File: src/verilog/rv_config.svh
// core-wide sizes and constants, included by the package, the RTL and the testbench
`ifndef RV_CONFIG_SVH
`define RV_CONFIG_SVH

// data word and program counter widths
`define RV_XLEN 32
`define RV_PC_W 10
`define RV_REG_CNT 32

// addi x0, x0, 0
`define RV_NOP 32'h0000_0013
`define RV_SIM_CYCLES 20000

`endif

File: src/verilog/rv_pkg.sv
// instruction views, opcodes and pipeline register types shared by the core and its checker
`default_nettype none
`include "rv_config.svh"

package rv_pkg;

	typedef logic [`RV_XLEN-1:0] word_t;

	// ------------------------------------------------------------------------
	// opcodes and alu operations
	// ------------------------------------------------------------------------
	localparam logic [6:0] OP_R      = 7'b0110011;
	localparam logic [6:0] OP_IMM    = 7'b0010011;
	localparam logic [6:0] OP_LOAD   = 7'b0000011;
	localparam logic [6:0] OP_STORE  = 7'b0100011;
	localparam logic [6:0] OP_BRANCH = 7'b1100011;
	localparam logic [6:0] OP_JAL    = 7'b1101111;
	localparam logic [6:0] OP_JALR   = 7'b1100111;

	localparam logic [3:0] ALU_ADD = 4'd0;
	localparam logic [3:0] ALU_SUB = 4'd1;
	localparam logic [3:0] ALU_AND = 4'd2;
	localparam logic [3:0] ALU_OR  = 4'd3;
	localparam logic [3:0] ALU_SLT = 4'd4;

	// ------------------------------------------------------------------------
	// instruction word
	// ------------------------------------------------------------------------
	typedef struct packed {
		logic [6:0] funct7;
		logic [4:0] rs2;
		logic [4:0] rs1;
		logic [2:0] funct3;
		logic [4:0] rd;
		logic [6:0] opcode;
	} r_fmt_t;

	typedef struct packed {
		logic [11:0] imm;
		logic [4:0]  rs1;
		logic [2:0]  funct3;
		logic [4:0]  rd;
		logic [6:0]  opcode;
	} i_fmt_t;

	typedef struct packed {
		logic [6:0] imm_hi;
		logic [4:0] rs2;
		logic [4:0] rs1;
		logic [2:0] funct3;
		logic [4:0] imm_lo;
		logic [6:0] opcode;
	} s_fmt_t;

	typedef struct packed {
		logic       imm_12;
		logic [5:0] imm_10_5;
		logic [4:0] rs2;
		logic [4:0] rs1;
		logic [2:0] funct3;
		logic [3:0] imm_4_1;
		logic       imm_11;
		logic [6:0] opcode;
	} b_fmt_t;

	typedef struct packed {
		logic       imm_20;
		logic [9:0] imm_10_1;
		logic       imm_11;
		logic [7:0] imm_19_12;
		logic [4:0] rd;
		logic [6:0] opcode;
	} j_fmt_t;

	typedef union packed {
		r_fmt_t r_fmt;
		i_fmt_t i_fmt;
		s_fmt_t s_fmt;
		b_fmt_t b_fmt;
		j_fmt_t j_fmt;
	} instr_u;

	// ------------------------------------------------------------------------
	// pipeline registers
	// ------------------------------------------------------------------------
	typedef struct packed {
		logic [3:0] alu_ctrl;
		logic       alu_src;
		logic       mem_read;
		logic       mem_write;
		logic       mem_to_reg;
		logic       reg_write;
		logic       branch;
		logic       branch_ne;
		logic       link;
	} ctrl_t;

	typedef struct packed {
		ctrl_t              ctrl;
		word_t              rs1_data;
		word_t              rs2_data;
		word_t              imm;
		logic [4:0]         rs1;
		logic [4:0]         rs2;
		logic [4:0]         rd;
		logic [`RV_PC_W-1:0] pc_link;
		logic [`RV_PC_W-1:0] br_target;
	} id_ex_t;

	typedef struct packed {
		logic               mem_read;
		logic               mem_write;
		logic               mem_to_reg;
		logic               reg_write;
		logic               link;
		word_t              alu_result;
		word_t              store_data;
		logic [4:0]         rd;
		logic [`RV_PC_W-1:0] pc_link;
	} ex_mem_t;

	typedef struct packed {
		logic               reg_write;
		logic               mem_to_reg;
		logic               link;
		word_t              alu_result;
		word_t              mem_data;
		logic [4:0]         rd;
		logic [`RV_PC_W-1:0] pc_link;
	} mem_wb_t;

	// 0 regfile, 1 ex/mem result, 2 writeback value
	typedef struct packed {
		logic [1:0] rs1_sel;
		logic [1:0] rs2_sel;
	} fwd_t;

endpackage

`default_nettype wire

File: src/verilog/rv_decode.sv
// decode stage: control bits, alu operation and sign-extended immediate from one instruction
`default_nettype none
`timescale 1ns/1ps

module rv_decode import rv_pkg::*; (
	input  instr_u instr,
	output ctrl_t  ctrl,
	output word_t  imm
);

	// funct3 picks the operation, sub only for register ops
	function automatic logic [3:0] alu_op(input logic [2:0] funct3, input logic sub);
		logic [3:0] op;
		case (funct3)
			3'b000:  op = sub ? ALU_SUB : ALU_ADD;
			3'b010:  op = ALU_SLT;
			3'b110:  op = ALU_OR;
			3'b111:  op = ALU_AND;
			default: op = ALU_ADD;
		endcase
		return op;
	endfunction

	always_comb begin
		ctrl = '0;
		imm  = '0;
		case (instr.r_fmt.opcode)
			OP_R: begin
				ctrl.reg_write = 1'b1;
				ctrl.alu_ctrl  = alu_op(instr.r_fmt.funct3, instr.r_fmt.funct7[5]);
			end
			OP_IMM: begin
				ctrl.reg_write = 1'b1;
				ctrl.alu_src   = 1'b1;
				ctrl.alu_ctrl  = alu_op(instr.i_fmt.funct3, 1'b0);
				imm = word_t'($signed(instr.i_fmt.imm));
			end
			OP_LOAD: begin
				ctrl.reg_write  = 1'b1;
				ctrl.alu_src    = 1'b1;
				ctrl.mem_read   = 1'b1;
				ctrl.mem_to_reg = 1'b1;
				imm = word_t'($signed(instr.i_fmt.imm));
			end
			OP_STORE: begin
				ctrl.alu_src   = 1'b1;
				ctrl.mem_write = 1'b1;
				imm = word_t'($signed({instr.s_fmt.imm_hi, instr.s_fmt.imm_lo}));
			end
			OP_BRANCH: begin
				// compare by subtraction, bne when funct3[0]
				ctrl.branch    = 1'b1;
				ctrl.branch_ne = instr.b_fmt.funct3[0];
				ctrl.alu_ctrl  = ALU_SUB;
				imm = word_t'($signed({instr.b_fmt.imm_12, instr.b_fmt.imm_11,
					instr.b_fmt.imm_10_5, instr.b_fmt.imm_4_1, 1'b0}));
			end
			OP_JAL: begin
				ctrl.reg_write = 1'b1;
				ctrl.link      = 1'b1;
				imm = word_t'($signed({instr.j_fmt.imm_20, instr.j_fmt.imm_19_12,
					instr.j_fmt.imm_11, instr.j_fmt.imm_10_1, 1'b0}));
			end
			OP_JALR: begin
				ctrl.reg_write = 1'b1;
				ctrl.link      = 1'b1;
				imm = word_t'($signed(instr.i_fmt.imm));
			end
			default: begin
				ctrl = '0;
			end
		endcase
	end

endmodule

`default_nettype wire

File: src/verilog/rv_regfile.sv
// integer register file, two read ports for decode and one write port from writeback
`default_nettype none
`timescale 1ns/1ps
`include "rv_config.svh"

module rv_regfile import rv_pkg::*; (
	input  logic       clk,
	input  logic       rst_n,
	input  logic [4:0] rs1,
	input  logic [4:0] rs2,
	input  logic [4:0] rd,
	input  logic       wen,
	input  word_t      wdata,
	output word_t      rs1_data,
	output word_t      rs2_data
);

	word_t regs [`RV_REG_CNT];

	always_ff @(posedge clk) begin
		if (!rst_n) begin
			for (int i = 0; i < `RV_REG_CNT; i++) begin
				regs[i] <= '0;
			end
		end else if (wen && rd != 5'd0) begin
			regs[rd] <= wdata;
		end
	end

	// write-through so writeback lands in the same cycle's decode
	assign rs1_data = (rs1 == 5'd0) ? '0 : (wen && rs1 == rd) ? wdata : regs[rs1];
	assign rs2_data = (rs2 == 5'd0) ? '0 : (wen && rs2 == rd) ? wdata : regs[rs2];

endmodule

`default_nettype wire

File: src/verilog/rv_alu.sv
// execute-stage alu for the supported integer ops, zero flag feeds the branch decision
`default_nettype none
`timescale 1ns/1ps

module rv_alu import rv_pkg::*; (
	input  word_t      a,
	input  word_t      b,
	input  logic [3:0] alu_ctrl,
	output word_t      result,
	output logic       zero
);

	always_comb begin
		case (alu_ctrl)
			ALU_ADD: result = a + b;
			ALU_SUB: result = a - b;
			ALU_AND: result = a & b;
			ALU_OR:  result = a | b;
			// signed compare
			ALU_SLT: result = word_t'($signed(a) < $signed(b));
			default: result = '0;
		endcase
	end

	assign zero = (result == '0);

endmodule

`default_nettype wire

File: src/verilog/rv_hazard.sv
// hazard unit: execute forwarding selects, jalr operand select, load-use stall and flushes
`default_nettype none
`timescale 1ns/1ps

module rv_hazard import rv_pkg::*; (
	input  logic       [4:0] id_rs1,
	input  logic       [4:0] id_rs2,
	input  logic             id_uses_rs2,
	input  logic             id_jump,
	input  logic             id_jalr,
	input  id_ex_t           id_ex,
	input  ex_mem_t          ex_mem,
	input  mem_wb_t          mem_wb,
	input  logic             branch_taken,
	output fwd_t             fwd,
	output logic       [1:0] jalr_fwd,
	output logic             stall,
	output logic             flush_if,
	output logic             flush_id
);

	logic load_use;
	logic jalr_wait;
	logic mem_hit_rs1;

	// ex/mem beats mem/wb, x0 never forwarded
	function automatic logic [1:0] fwd_sel(input logic [4:0] rs);
		if (ex_mem.reg_write && ex_mem.rd != 5'd0 && ex_mem.rd == rs) begin
			return 2'd1;
		end
		if (mem_wb.reg_write && mem_wb.rd != 5'd0 && mem_wb.rd == rs) begin
			return 2'd2;
		end
		return 2'd0;
	endfunction

	assign fwd.rs1_sel = fwd_sel(id_ex.rs1);
	assign fwd.rs2_sel = fwd_sel(id_ex.rs2);

	assign load_use = id_ex.ctrl.mem_read && id_ex.rd != 5'd0 &&
		(id_ex.rd == id_rs1 || (id_uses_rs2 && id_ex.rd == id_rs2));

	// jalr target is formed in decode, so a producer still in execute must drain
	assign jalr_wait = id_jalr && id_ex.ctrl.reg_write && id_ex.rd != 5'd0 &&
		id_ex.rd == id_rs1;

	// 1 takes the ex/mem result, 2 takes the load data on the port
	assign mem_hit_rs1 = ex_mem.reg_write && ex_mem.rd != 5'd0 && ex_mem.rd == id_rs1;
	assign jalr_fwd = !mem_hit_rs1 ? 2'd0 : ex_mem.mem_read ? 2'd2 : 2'd1;

	assign stall    = (load_use || jalr_wait) && !branch_taken;
	assign flush_if = branch_taken || (id_jump && !stall);
	assign flush_id = branch_taken;

endmodule

`default_nettype wire

File: src/verilog/rv_core.sv
// five-stage rv32i subset core with single-cycle instruction and data ports
`default_nettype none
`timescale 1ns/1ps
`include "rv_config.svh"

module rv_core import rv_pkg::*; (
	input  logic                 clk,
	input  logic                 rst_n,
	output logic [`RV_PC_W-3:0]  imem_addr,
	input  word_t                imem_rdata,
	output logic                 dmem_ren,
	output logic                 dmem_wen,
	output logic [`RV_XLEN-3:0]  dmem_addr,
	output word_t                dmem_wdata,
	input  word_t                dmem_rdata
);

	localparam int XLEN = `RV_XLEN;
	localparam int PC_W = `RV_PC_W;

	logic [PC_W-1:0] pc, pc_next, pc_plus4, pc_id, pc_imm, jump_target;
	instr_u          if_id_instr;
	ctrl_t           id_ctrl;
	word_t           id_imm, id_rs1_data, id_rs2_data, jalr_src, jalr_sum;
	logic            id_jump, id_jalr, id_uses_rs2;
	id_ex_t          id_ex, id_ex_d;
	ex_mem_t         ex_mem, ex_mem_d;
	mem_wb_t         mem_wb;
	fwd_t            fwd;
	logic [1:0]      jalr_fwd;
	logic            stall, flush_if, flush_id;
	word_t           ex_a, ex_b_reg, ex_b, alu_result, ex_mem_value, wb_data;
	logic            alu_zero, branch_taken;

	// ------------------------------------------------------------------------
	// fetch
	// ------------------------------------------------------------------------
	assign pc_plus4  = pc + PC_W'(4);
	assign imem_addr = pc[PC_W-1:2];

	always_comb begin
		if (branch_taken)
			pc_next = id_ex.br_target;
		else if (stall)
			pc_next = pc;
		else if (id_jump)
			pc_next = jump_target;
		else
			pc_next = pc_plus4;
	end

	always_ff @(posedge clk) begin
		if (!rst_n) begin
			pc <= '0;
			if_id_instr <= `RV_NOP;
		end else begin
			pc <= pc_next;
			if (flush_if) begin
				if_id_instr <= `RV_NOP;
			end else if (!stall) begin
				if_id_instr <= imem_rdata;
				pc_id <= pc;
			end
		end
	end

	// ------------------------------------------------------------------------
	// decode
	// ------------------------------------------------------------------------
	rv_decode u_decode (.instr(if_id_instr), .ctrl(id_ctrl), .imm(id_imm));

	rv_regfile u_regfile (
		.clk(clk), .rst_n(rst_n),
		.rs1(if_id_instr.r_fmt.rs1), .rs2(if_id_instr.r_fmt.rs2),
		.rd(mem_wb.rd), .wen(mem_wb.reg_write), .wdata(wb_data),
		.rs1_data(id_rs1_data), .rs2_data(id_rs2_data)
	);

	assign id_jump     = id_ctrl.link;
	assign id_jalr     = if_id_instr.r_fmt.opcode == OP_JALR;
	assign id_uses_rs2 = if_id_instr.r_fmt.opcode inside {OP_R, OP_STORE, OP_BRANCH};

	rv_hazard u_hazard (
		.id_rs1(if_id_instr.r_fmt.rs1), .id_rs2(if_id_instr.r_fmt.rs2),
		.id_uses_rs2(id_uses_rs2), .id_jump(id_jump), .id_jalr(id_jalr),
		.id_ex(id_ex), .ex_mem(ex_mem), .mem_wb(mem_wb), .branch_taken(branch_taken),
		.fwd(fwd), .jalr_fwd(jalr_fwd), .stall(stall),
		.flush_if(flush_if), .flush_id(flush_id)
	);

	// jalr base may still be in memory stage
	always_comb begin
		case (jalr_fwd)
			2'd1:    jalr_src = ex_mem_value;
			2'd2:    jalr_src = dmem_rdata;
			default: jalr_src = id_rs1_data;
		endcase
	end

	assign pc_imm      = pc_id + id_imm[PC_W-1:0];
	assign jalr_sum    = jalr_src + id_imm;
	assign jump_target = id_jalr ? {jalr_sum[PC_W-1:1], 1'b0} : pc_imm;

	assign id_ex_d = '{ctrl: id_ctrl, rs1_data: id_rs1_data, rs2_data: id_rs2_data,
		imm: id_imm, rs1: if_id_instr.r_fmt.rs1, rs2: if_id_instr.r_fmt.rs2,
		rd: if_id_instr.r_fmt.rd, pc_link: pc_id + PC_W'(4), br_target: pc_imm};

	always_ff @(posedge clk) begin
		if (!rst_n) begin
			id_ex.ctrl <= '0;
		end else begin
			id_ex <= id_ex_d;
			// bubble on stall or taken branch
			if (stall || flush_id)
				id_ex.ctrl <= '0;
		end
	end

	// ------------------------------------------------------------------------
	// execute
	// ------------------------------------------------------------------------
	assign ex_mem_value = ex_mem.link ? XLEN'(ex_mem.pc_link) : ex_mem.alu_result;

	always_comb begin
		case (fwd.rs1_sel)
			2'd1:    ex_a = ex_mem_value;
			2'd2:    ex_a = wb_data;
			default: ex_a = id_ex.rs1_data;
		endcase
		case (fwd.rs2_sel)
			2'd1:    ex_b_reg = ex_mem_value;
			2'd2:    ex_b_reg = wb_data;
			default: ex_b_reg = id_ex.rs2_data;
		endcase
	end

	assign ex_b = id_ex.ctrl.alu_src ? id_ex.imm : ex_b_reg;

	rv_alu u_alu (.a(ex_a), .b(ex_b), .alu_ctrl(id_ex.ctrl.alu_ctrl),
		.result(alu_result), .zero(alu_zero));

	assign branch_taken = id_ex.ctrl.branch && (alu_zero ^ id_ex.ctrl.branch_ne);

	assign ex_mem_d = '{mem_read: id_ex.ctrl.mem_read, mem_write: id_ex.ctrl.mem_write,
		mem_to_reg: id_ex.ctrl.mem_to_reg, reg_write: id_ex.ctrl.reg_write,
		link: id_ex.ctrl.link, alu_result: alu_result, store_data: ex_b_reg,
		rd: id_ex.rd, pc_link: id_ex.pc_link};

	always_ff @(posedge clk) begin
		if (!rst_n) begin
			ex_mem.mem_read  <= 1'b0;
			ex_mem.mem_write <= 1'b0;
			ex_mem.reg_write <= 1'b0;
		end else begin
			ex_mem <= ex_mem_d;
		end
	end

	// ------------------------------------------------------------------------
	// memory and writeback
	// ------------------------------------------------------------------------
	assign dmem_ren   = ex_mem.mem_read;
	assign dmem_wen   = ex_mem.mem_write;
	assign dmem_addr  = ex_mem.alu_result[XLEN-1:2];
	assign dmem_wdata = ex_mem.store_data;

	always_ff @(posedge clk) begin
		if (!rst_n) begin
			mem_wb.reg_write <= 1'b0;
		end else begin
			mem_wb <= '{reg_write: ex_mem.reg_write, mem_to_reg: ex_mem.mem_to_reg,
				link: ex_mem.link, alu_result: ex_mem.alu_result, mem_data: dmem_rdata,
				rd: ex_mem.rd, pc_link: ex_mem.pc_link};
		end
	end

	assign wb_data = mem_wb.link ? XLEN'(mem_wb.pc_link) :
		mem_wb.mem_to_reg ? mem_wb.mem_data : mem_wb.alu_result;

endmodule

`default_nettype wire

File: config.mk
export PLATFORM = sky130hd
export DESIGN_NAME = rv_core
export DESIGN_NICKNAME = d
export VERILOG_FILES = /design/src/verilog/rv_pkg.sv /design/src/verilog/rv_decode.sv /design/src/verilog/rv_regfile.sv /design/src/verilog/rv_alu.sv /design/src/verilog/rv_hazard.sv /design/src/verilog/rv_core.sv
export VERILOG_INCLUDE_DIRS = /design/src /design/src/verilog
export SDC_FILE = /design/constraint.sdc
export NUM_CORES = 2
export LEC_CHECK = 0
export BUFFER_PORTS_ARGS = -buffer_cell sky130_fd_sc_hd__buf_4
export CAP_MARGIN = 20
export CORE_MARGIN = 5
export CORE_UTILIZATION = 55
export DETAILED_ROUTE_END_ITERATION = 16
export PLACE_DENSITY_LB_ADDON = 0.08
export SETUP_SLACK_MARGIN = 0.1
export SYNTH_ARGS = -nofsm -noshare
export SYNTH_HDL_FRONTEND = slang
export SYNTH_HIERARCHICAL = 1
export SYNTH_SLANG_ARGS = --single-unit
File: constraint.sdc
create_clock -name clk -period 15.29 [get_ports clk]
set_clock_uncertainty 0.2 [all_clocks]
set_input_delay 0.7645 -clock clk [delete_from_list [all_inputs] [get_ports clk]]
set_output_delay 0.7645 -clock clk [all_outputs]
set_load 0.005 [all_outputs]
# ---- Word level (Yosys, flattened, before mapping)
# Memory sizes are Yosys's and may differ from the RTL's. A register that Yosys moved wholly into a read port is not among the register bits.
# Index checks and enable logic that the tools add are counted.
dict set report word_totals {
  output_inout_bits 72
  memories 1
  ramBits 1024
  regBits 328
  word_cells 169
  input_bits 66
}
dict set report classes {
  reduce_logical 41
  muxes 50
  n_eq_ne 29
  order_cmp 1
  n_bitwise 7
  n_addsub 6
}
# memory depth width rd rd_ports_with_merged_regs wr line
set memory_table {}
lappend memory_table {u_regfile.regs 32 32 2 2 32 rv_regfile.sv:18} ;# word_t regs [`RV_REG_CNT];
# cell n
set ops {}
lappend ops {{32-bit 2-to-1 mux} 7}
lappend ops {{32-bit case mux with 5 select lines} 1}
lappend ops {{32-bit case mux with 2 select lines} 2}
lappend ops {{32-bit case mux with 4 select lines} 1}
lappend ops {{5-bit == test} 8}
lappend ops {{10-bit 2-to-1 mux} 4}
lappend ops {{32-bit adder} 1}
lappend ops {{32-bit bitwise AND} 1}
lappend ops {{32-bit zero test} 1}
lappend ops {{32-bit less-than comparator} 1}
lappend ops {{32-bit bitwise OR} 1}
lappend ops {{32-bit OR reduction} 1}
lappend ops {{32-bit subtractor} 1}
lappend ops {{2-bit 2-to-1 mux} 11}
lappend ops {{7-bit == test, second input constant} 3}
lappend ops {{10-bit adder} 2}
lappend ops {{10-bit by 3-bit adder with 10-bit output, second input constant} 2}
lappend ops {{10-bit case mux with 2 select lines} 1}
lappend ops {{1-bit logical AND} 17}
lappend ops {{1-bit 2-to-1 mux} 17}
lappend ops {{4-bit case mux with 4 select lines} 1}
lappend ops {{5-bit 2-to-1 mux} 3}
lappend ops {{5-bit nonzero test} 3}
lappend ops {{7-bit by 6-bit == test with 1-bit output, second input constant} 2}
lappend ops {{24 further kinds} 42}

# ---- Logic depth before layout (Yosys ltp)
dict set report logic_depth {
  depth_word 22
  ltp_mapped 35
  depth_no_buf 32
}

# ---- Hierarchy
# Netlist, hierarchy kept.
# mod cells_per_inst area_per_inst_um2 seq_area_each_um2 n_inst
set modules_own_cells {}
lappend modules_own_cells {rv_regfile 3818 55316.8 30749.5 1}
lappend modules_own_cells {rv_core 1162 15492.4 10259.8 1}
lappend modules_own_cells {rv_alu 791 5154.9 0.0 1}
lappend modules_own_cells {rv_decode 82 588.1 0.0 1}
lappend modules_own_cells {rv_hazard 68 503.0 0.0 1}

# ---- Least setup slack after synthesis
# No wires, ideal clock.
dict set report synth_path {
  kind {register -> register}
  startpoint {reg ex_mem[11] (netlist name)}
  endpoint {reg pc_id[0] (enable)}
  setup_time_ns 0.376
  period_less_slack_ns 8.503
  path_stages_with_launch 33
  arrival_time_ns 7.927
  t_required_ns 14.714
  path_slack_ns 6.787
  cell_sequence {edfxtp_1 > or4_1 > o21ai_2 > nor4_1 > nor4_2 > ha_1 > clkbuf_1 > clkbuf_1 > nand2_1 > o21ai_0 > mux2_2 > ha_1 > fa_1 > o21bai_1 > a31oi_1 > a2111oi_4 > nor4_2 > nor4_1 > o21ai_1 > or4_1 > or4_1 > and4bb_1 > nand4b_1 > nor4_2 > xor2_1 > nand2_1 > inv_1 > clkbuf_1 > nor2_1 > buf_2 > buf_1 > buf_1 > nor2_1}
}
# item line
set synth_lines {}
lappend synth_lines {{to (signal assigned)} rv_core.sv:62} ;# pc_id <= pc;
lappend synth_lines {{to (decl)} rv_core.sv:21} ;# logic [PC_W-1:0] pc, pc_next, pc_plus4, pc_id, pc_imm, jump_target;

==> impl_metrics.sql <==
INSERT INTO impl_metrics (metric_group, metric, value, unit) VALUES
('run_status', 'run_status', 'finished clean', ''),
('timing', 'grt_setup_unrepaired', 'false', ''),
('synth', 'synth_simple_gate_area_share', '0.127', ''),
('power_and_ir_drop', 'max-vdd-ir-drop', '0.0976', 'mV'),
('synth', 'synth_compound_area_frac', '0.0921', ''),
('synth', 'post_synthesis_share_of_cell_area_spent_on_xor_and_xnor_gates', '0.00989', ''),
('routing', 'wl_per_cell', '35.1', 'µm'),
('clock_tree', 'latest_clock_arrival_within_the_worst_skew_pair', '800', 'ps'),
('synth', 'syn-cell-area', '77100', 'µm²'),
('timing', 'max-slew-margin-rel', '0.233', ''),
('global_route', 'grt_antenna_before_repair', '29', ''),
('timing', 'max_freq', '92.4', 'MHz'),
('synth', 'yosys-top-cells-area', 'sky130_fd_sc_hd__edfxtp_1, sky130_fd_sc_hd__mux4_2, sky130_fd_sc_hd__and2_1', ''),
('routing', 'routed-via-count', '54433', ''),
('clock_tree', 'cts_setup_buffers', '0', ''),
('timing', 'worstMarginPinSlew', '1150', 'ps'),
('synth', 'synth.area.mux_share', '0.169', ''),
('layout', 'drive_gt1_frac', '0.187', ''),
('run', 'drv.max_cap_violation_count', '0', ''),
('synth', 'total_of_warnings_raised_by_yosys', '6', ''),
('global_route', 'use_met3', '0.0995', ''),
('synth', 'synth_largest_area_cell', 'sky130_fd_sc_hd__edfxtp_1', ''),
('layout', 'filler_cell_count', '10780', ''),
('synth', 'yosysUniqueCellTypes', '101', ''),
('clock_tree', 'deepest_clock_path_buffer_count', '3', ''),
('clock_tree', 'clock_tree.htree_level_count', '4', ''),
('global_route', 'peak_usage_layer_in_the_global_routing_report', 'met2', ''),
('floorplanning', 'design.core.area', '139000', 'µm²'),
('timing', 'setup_tns', '0', 'ps'),
('min_path', 'hold-path-cell-count', '3', ''),
('setup_path', 'crit_path_end_kind', 'register', ''),
('placement', 'dp_hpwl', '170000', 'µm'),
('global_route', 'gr-total-overflow', '0', ''),
('synth', 'main_combinational_cell_family_by_area_after_synthesis', 'multiplexers', ''),
('timing', 'final-max-slew-violation-count', '0', ''),
('setup_path', 'cp_max_fo', '45', ''),
('clock_tree', 'tritoncts_clock_tree', 'yes', ''),
('setup_path', 'largest_stage_delay_worst_path', '940', 'ps'),
('layout', 'multi_input_comb_area', '33300', 'µm²'),
('clock_tree', 'postCtsResizedCells', '0', ''),
('floorplanning', 'fp.dieArea', '148000', 'µm²'),
('setup_path', 'worst_r2r_path_cells', '30', ''),
('setup_path', 'cp.required', '15770', 'ps'),
('layout', 'register_area', '41000', 'µm²'),
('synth', 'async_flop_share', '0', ''),
('synth', 'syn-mean-instance-area', '13.0', 'µm²'),
('global_route', 'grt.met1_usage', '0.483', ''),
('timing', 'final_period_util', '0.708', ''),
('placement', 'portBuffers', '137', ''),
('routing', 'drc', '0', ''),
('synth', 'synth_top_cell_area_share', '0.517', ''),
('synth', 'number_of_enable_type_register_cells_in_the_synthesized_netlist', '1327', ''),
('layout', 'area_delta_synth_final', '10.6', '%'),
('timing', 'setup_viol', '0', ''),
('timing', 'final_critical_period', '10830', 'ps'),
('setup_path', 'worstPathArrival', '11300', 'ps'),
('synth', 'synth.ff_latch_count', '1385', ''),
('clock_tree', 'cts.sinks', '1385', ''),
('global_route', 'grt.met2_usage', '0.580', ''),
('synth', 'post_synth_inst_count', '5921', ''),
('clock_tree', 'tritoncts.num_buffers', '153', ''),
('routing', 'wl', '277000', 'µm'),
('global_route', 'vias_in_the_first_global_route', '53097', ''),
('synth', 'synth_adder_area_share', '0.0220', ''),
('placement', 'gp_congestion', '0.941', ''),
('routing', 'drt-initial-drc-count', '7799', ''),
('global_route', 'grt_max_degree', '95', ''),
('placement', 'dp.cells', '7534', ''),
('routing', 'ant_nets', '0', ''),
('floorplanning', 'chipWidth', '384', 'µm'),
('setup_path', 'worstSetupPathType', 'reg2reg', '');
[synth_stat cells, types with 33 or more instances]
library cell                  n
sky130_fd_sc_hd__edfxtp_1  1327
sky130_fd_sc_hd__and2_1    1019
sky130_fd_sc_hd__mux2i_1    398
sky130_fd_sc_hd__clkbuf_1   367
sky130_fd_sc_hd__mux4_2     353
sky130_fd_sc_hd__o21ai_0    242
sky130_fd_sc_hd__nand2_1    236
sky130_fd_sc_hd__nor2_1     186
sky130_fd_sc_hd__a22oi_1    181
sky130_fd_sc_hd__a21oi_1    149
sky130_fd_sc_hd__ha_1       129
sky130_fd_sc_hd__inv_1      125
sky130_fd_sc_hd__buf_4       99
sky130_fd_sc_hd__buf_2       88
sky130_fd_sc_hd__a211oi_1    70
sky130_fd_sc_hd__dfxtp_1     58
sky130_fd_sc_hd__mux2_2      58
sky130_fd_sc_hd__xnor2_1     53
sky130_fd_sc_hd__o22ai_1     50
sky130_fd_sc_hd__nor2b_1     47
sky130_fd_sc_hd__nand3_1     46
sky130_fd_sc_hd__nor3_1      42
sky130_fd_sc_hd__o221ai_1    42
sky130_fd_sc_hd__xor2_1      34
sky130_fd_sc_hd__a32o_1      33
[layout make-up]
| cell class | instances | area share |
|---|---|---|
| clock buffers | 195 | 0.0479 |
| multi-input cells | 3826 | 0.391 |
| diodes | 16 | 0.000470 |
| well taps | 1876 | 0.0275 |
| repair buffers | 382 | 0.0365 |
| inverters | 127 | 0.00559 |
| clock inverters | 85 | 0.00953 |
| flip-flops and latches | 1385 | 0.481 |
[registers in the layout, indices dropped and copies added (netlist names)]
register        cells
u_regfile/regs   1024
id_ex             123
mem_wb             82
dmem_wdata         32
if_id_instr        32
dmem_addr          30
ex_mem             20
ex_mem_d           20
pc                 10
pc_id              10
dmem_ren            1
dmem_wen            1
[report_power, final]
| part | leakage (µW) | internal [µW] | total, µW | switching [µW] |
|---|---|---|---|---|
| Sequential | 0.0141 | 4370 | 4510 | 139 |
| Clock | 0.00238 | 2080 | 3650 | 1570 |
| Combinational | 0.0141 | 519 | 1470 | 955 |
[worst max-delay path, delay by kind of cell, from the launching register on]
kind                       cells  cell delay [ps]
buffers and inverters          4             1300
xor gates and xnor gates       1              150
DFF                            1              630
and+or+nand+nor               16             5450
AOI/OAI and AO/OA              7             1710
adders and majority gates      2             1230
[per-layer routing]
metal	part of all wire	vias to the layer above
li1	-	22259
met1	0.37	27497
met2	0.46	3869
met3	0.12	802
met4	0.054	6
met5	0.00016	-
[what timing repair did]
action,in CTS,in global routing
hold buffers,59,0
hold endpoints to repair,59,0
endpoints found under the setup margin,0,0
[placed cells by master, fill, tap and decap left out, types with 149 or more instances in the layout]
cell / n
sky130_fd_sc_hd__a21oi_1: 149
sky130_fd_sc_hd__a22oi_1: 181
sky130_fd_sc_hd__and2_1: 1018
sky130_fd_sc_hd__buf_4: 314
sky130_fd_sc_hd__clkbuf_16: 157
sky130_fd_sc_hd__edfxtp_1: 1327
sky130_fd_sc_hd__mux2i_1: 398
sky130_fd_sc_hd__mux4_2: 353
sky130_fd_sc_hd__nand2_1: 236
sky130_fd_sc_hd__o21ai_0: 200
[final timing paths]
kind	startpoint	endpoint	slack, ps
worst max-delay path	mem_wb[13]	pc[9]	4460
worst min-delay path	imem_rdata[28]	if_id_instr[28]	50
worst max register to register	mem_wb[13]	pc[9]	4460
worst min register to register	ex_mem_d[7]	ex_mem[7]	220
[kinds of logic (layout without fill, tap and decap cells)]
group | Yosys count | after routing
buffers and inverters | 741 | 789
DFF | 1385 | 1385
xor gates and xnor gates | 87 | 87
and+or+nand+nor | 1724 | 1724
other | 2 | 49
adders and majority gates | 133 | 133
AOI/OAI and AO/OA | 1022 | 1022
muxes | 827 | 827
[metrics by stage]
step	cell area [µm²]	util	setup slack (ps)
finish	85200	0.612	4460
global route	85200	0.611	3910
CTS	85200	0.611	4490
detailed placement	79700	0.572	4590
global placement	79600	0.571	4440
floorplan	77200	-	6790
Power figures use the tool's default switching activity.
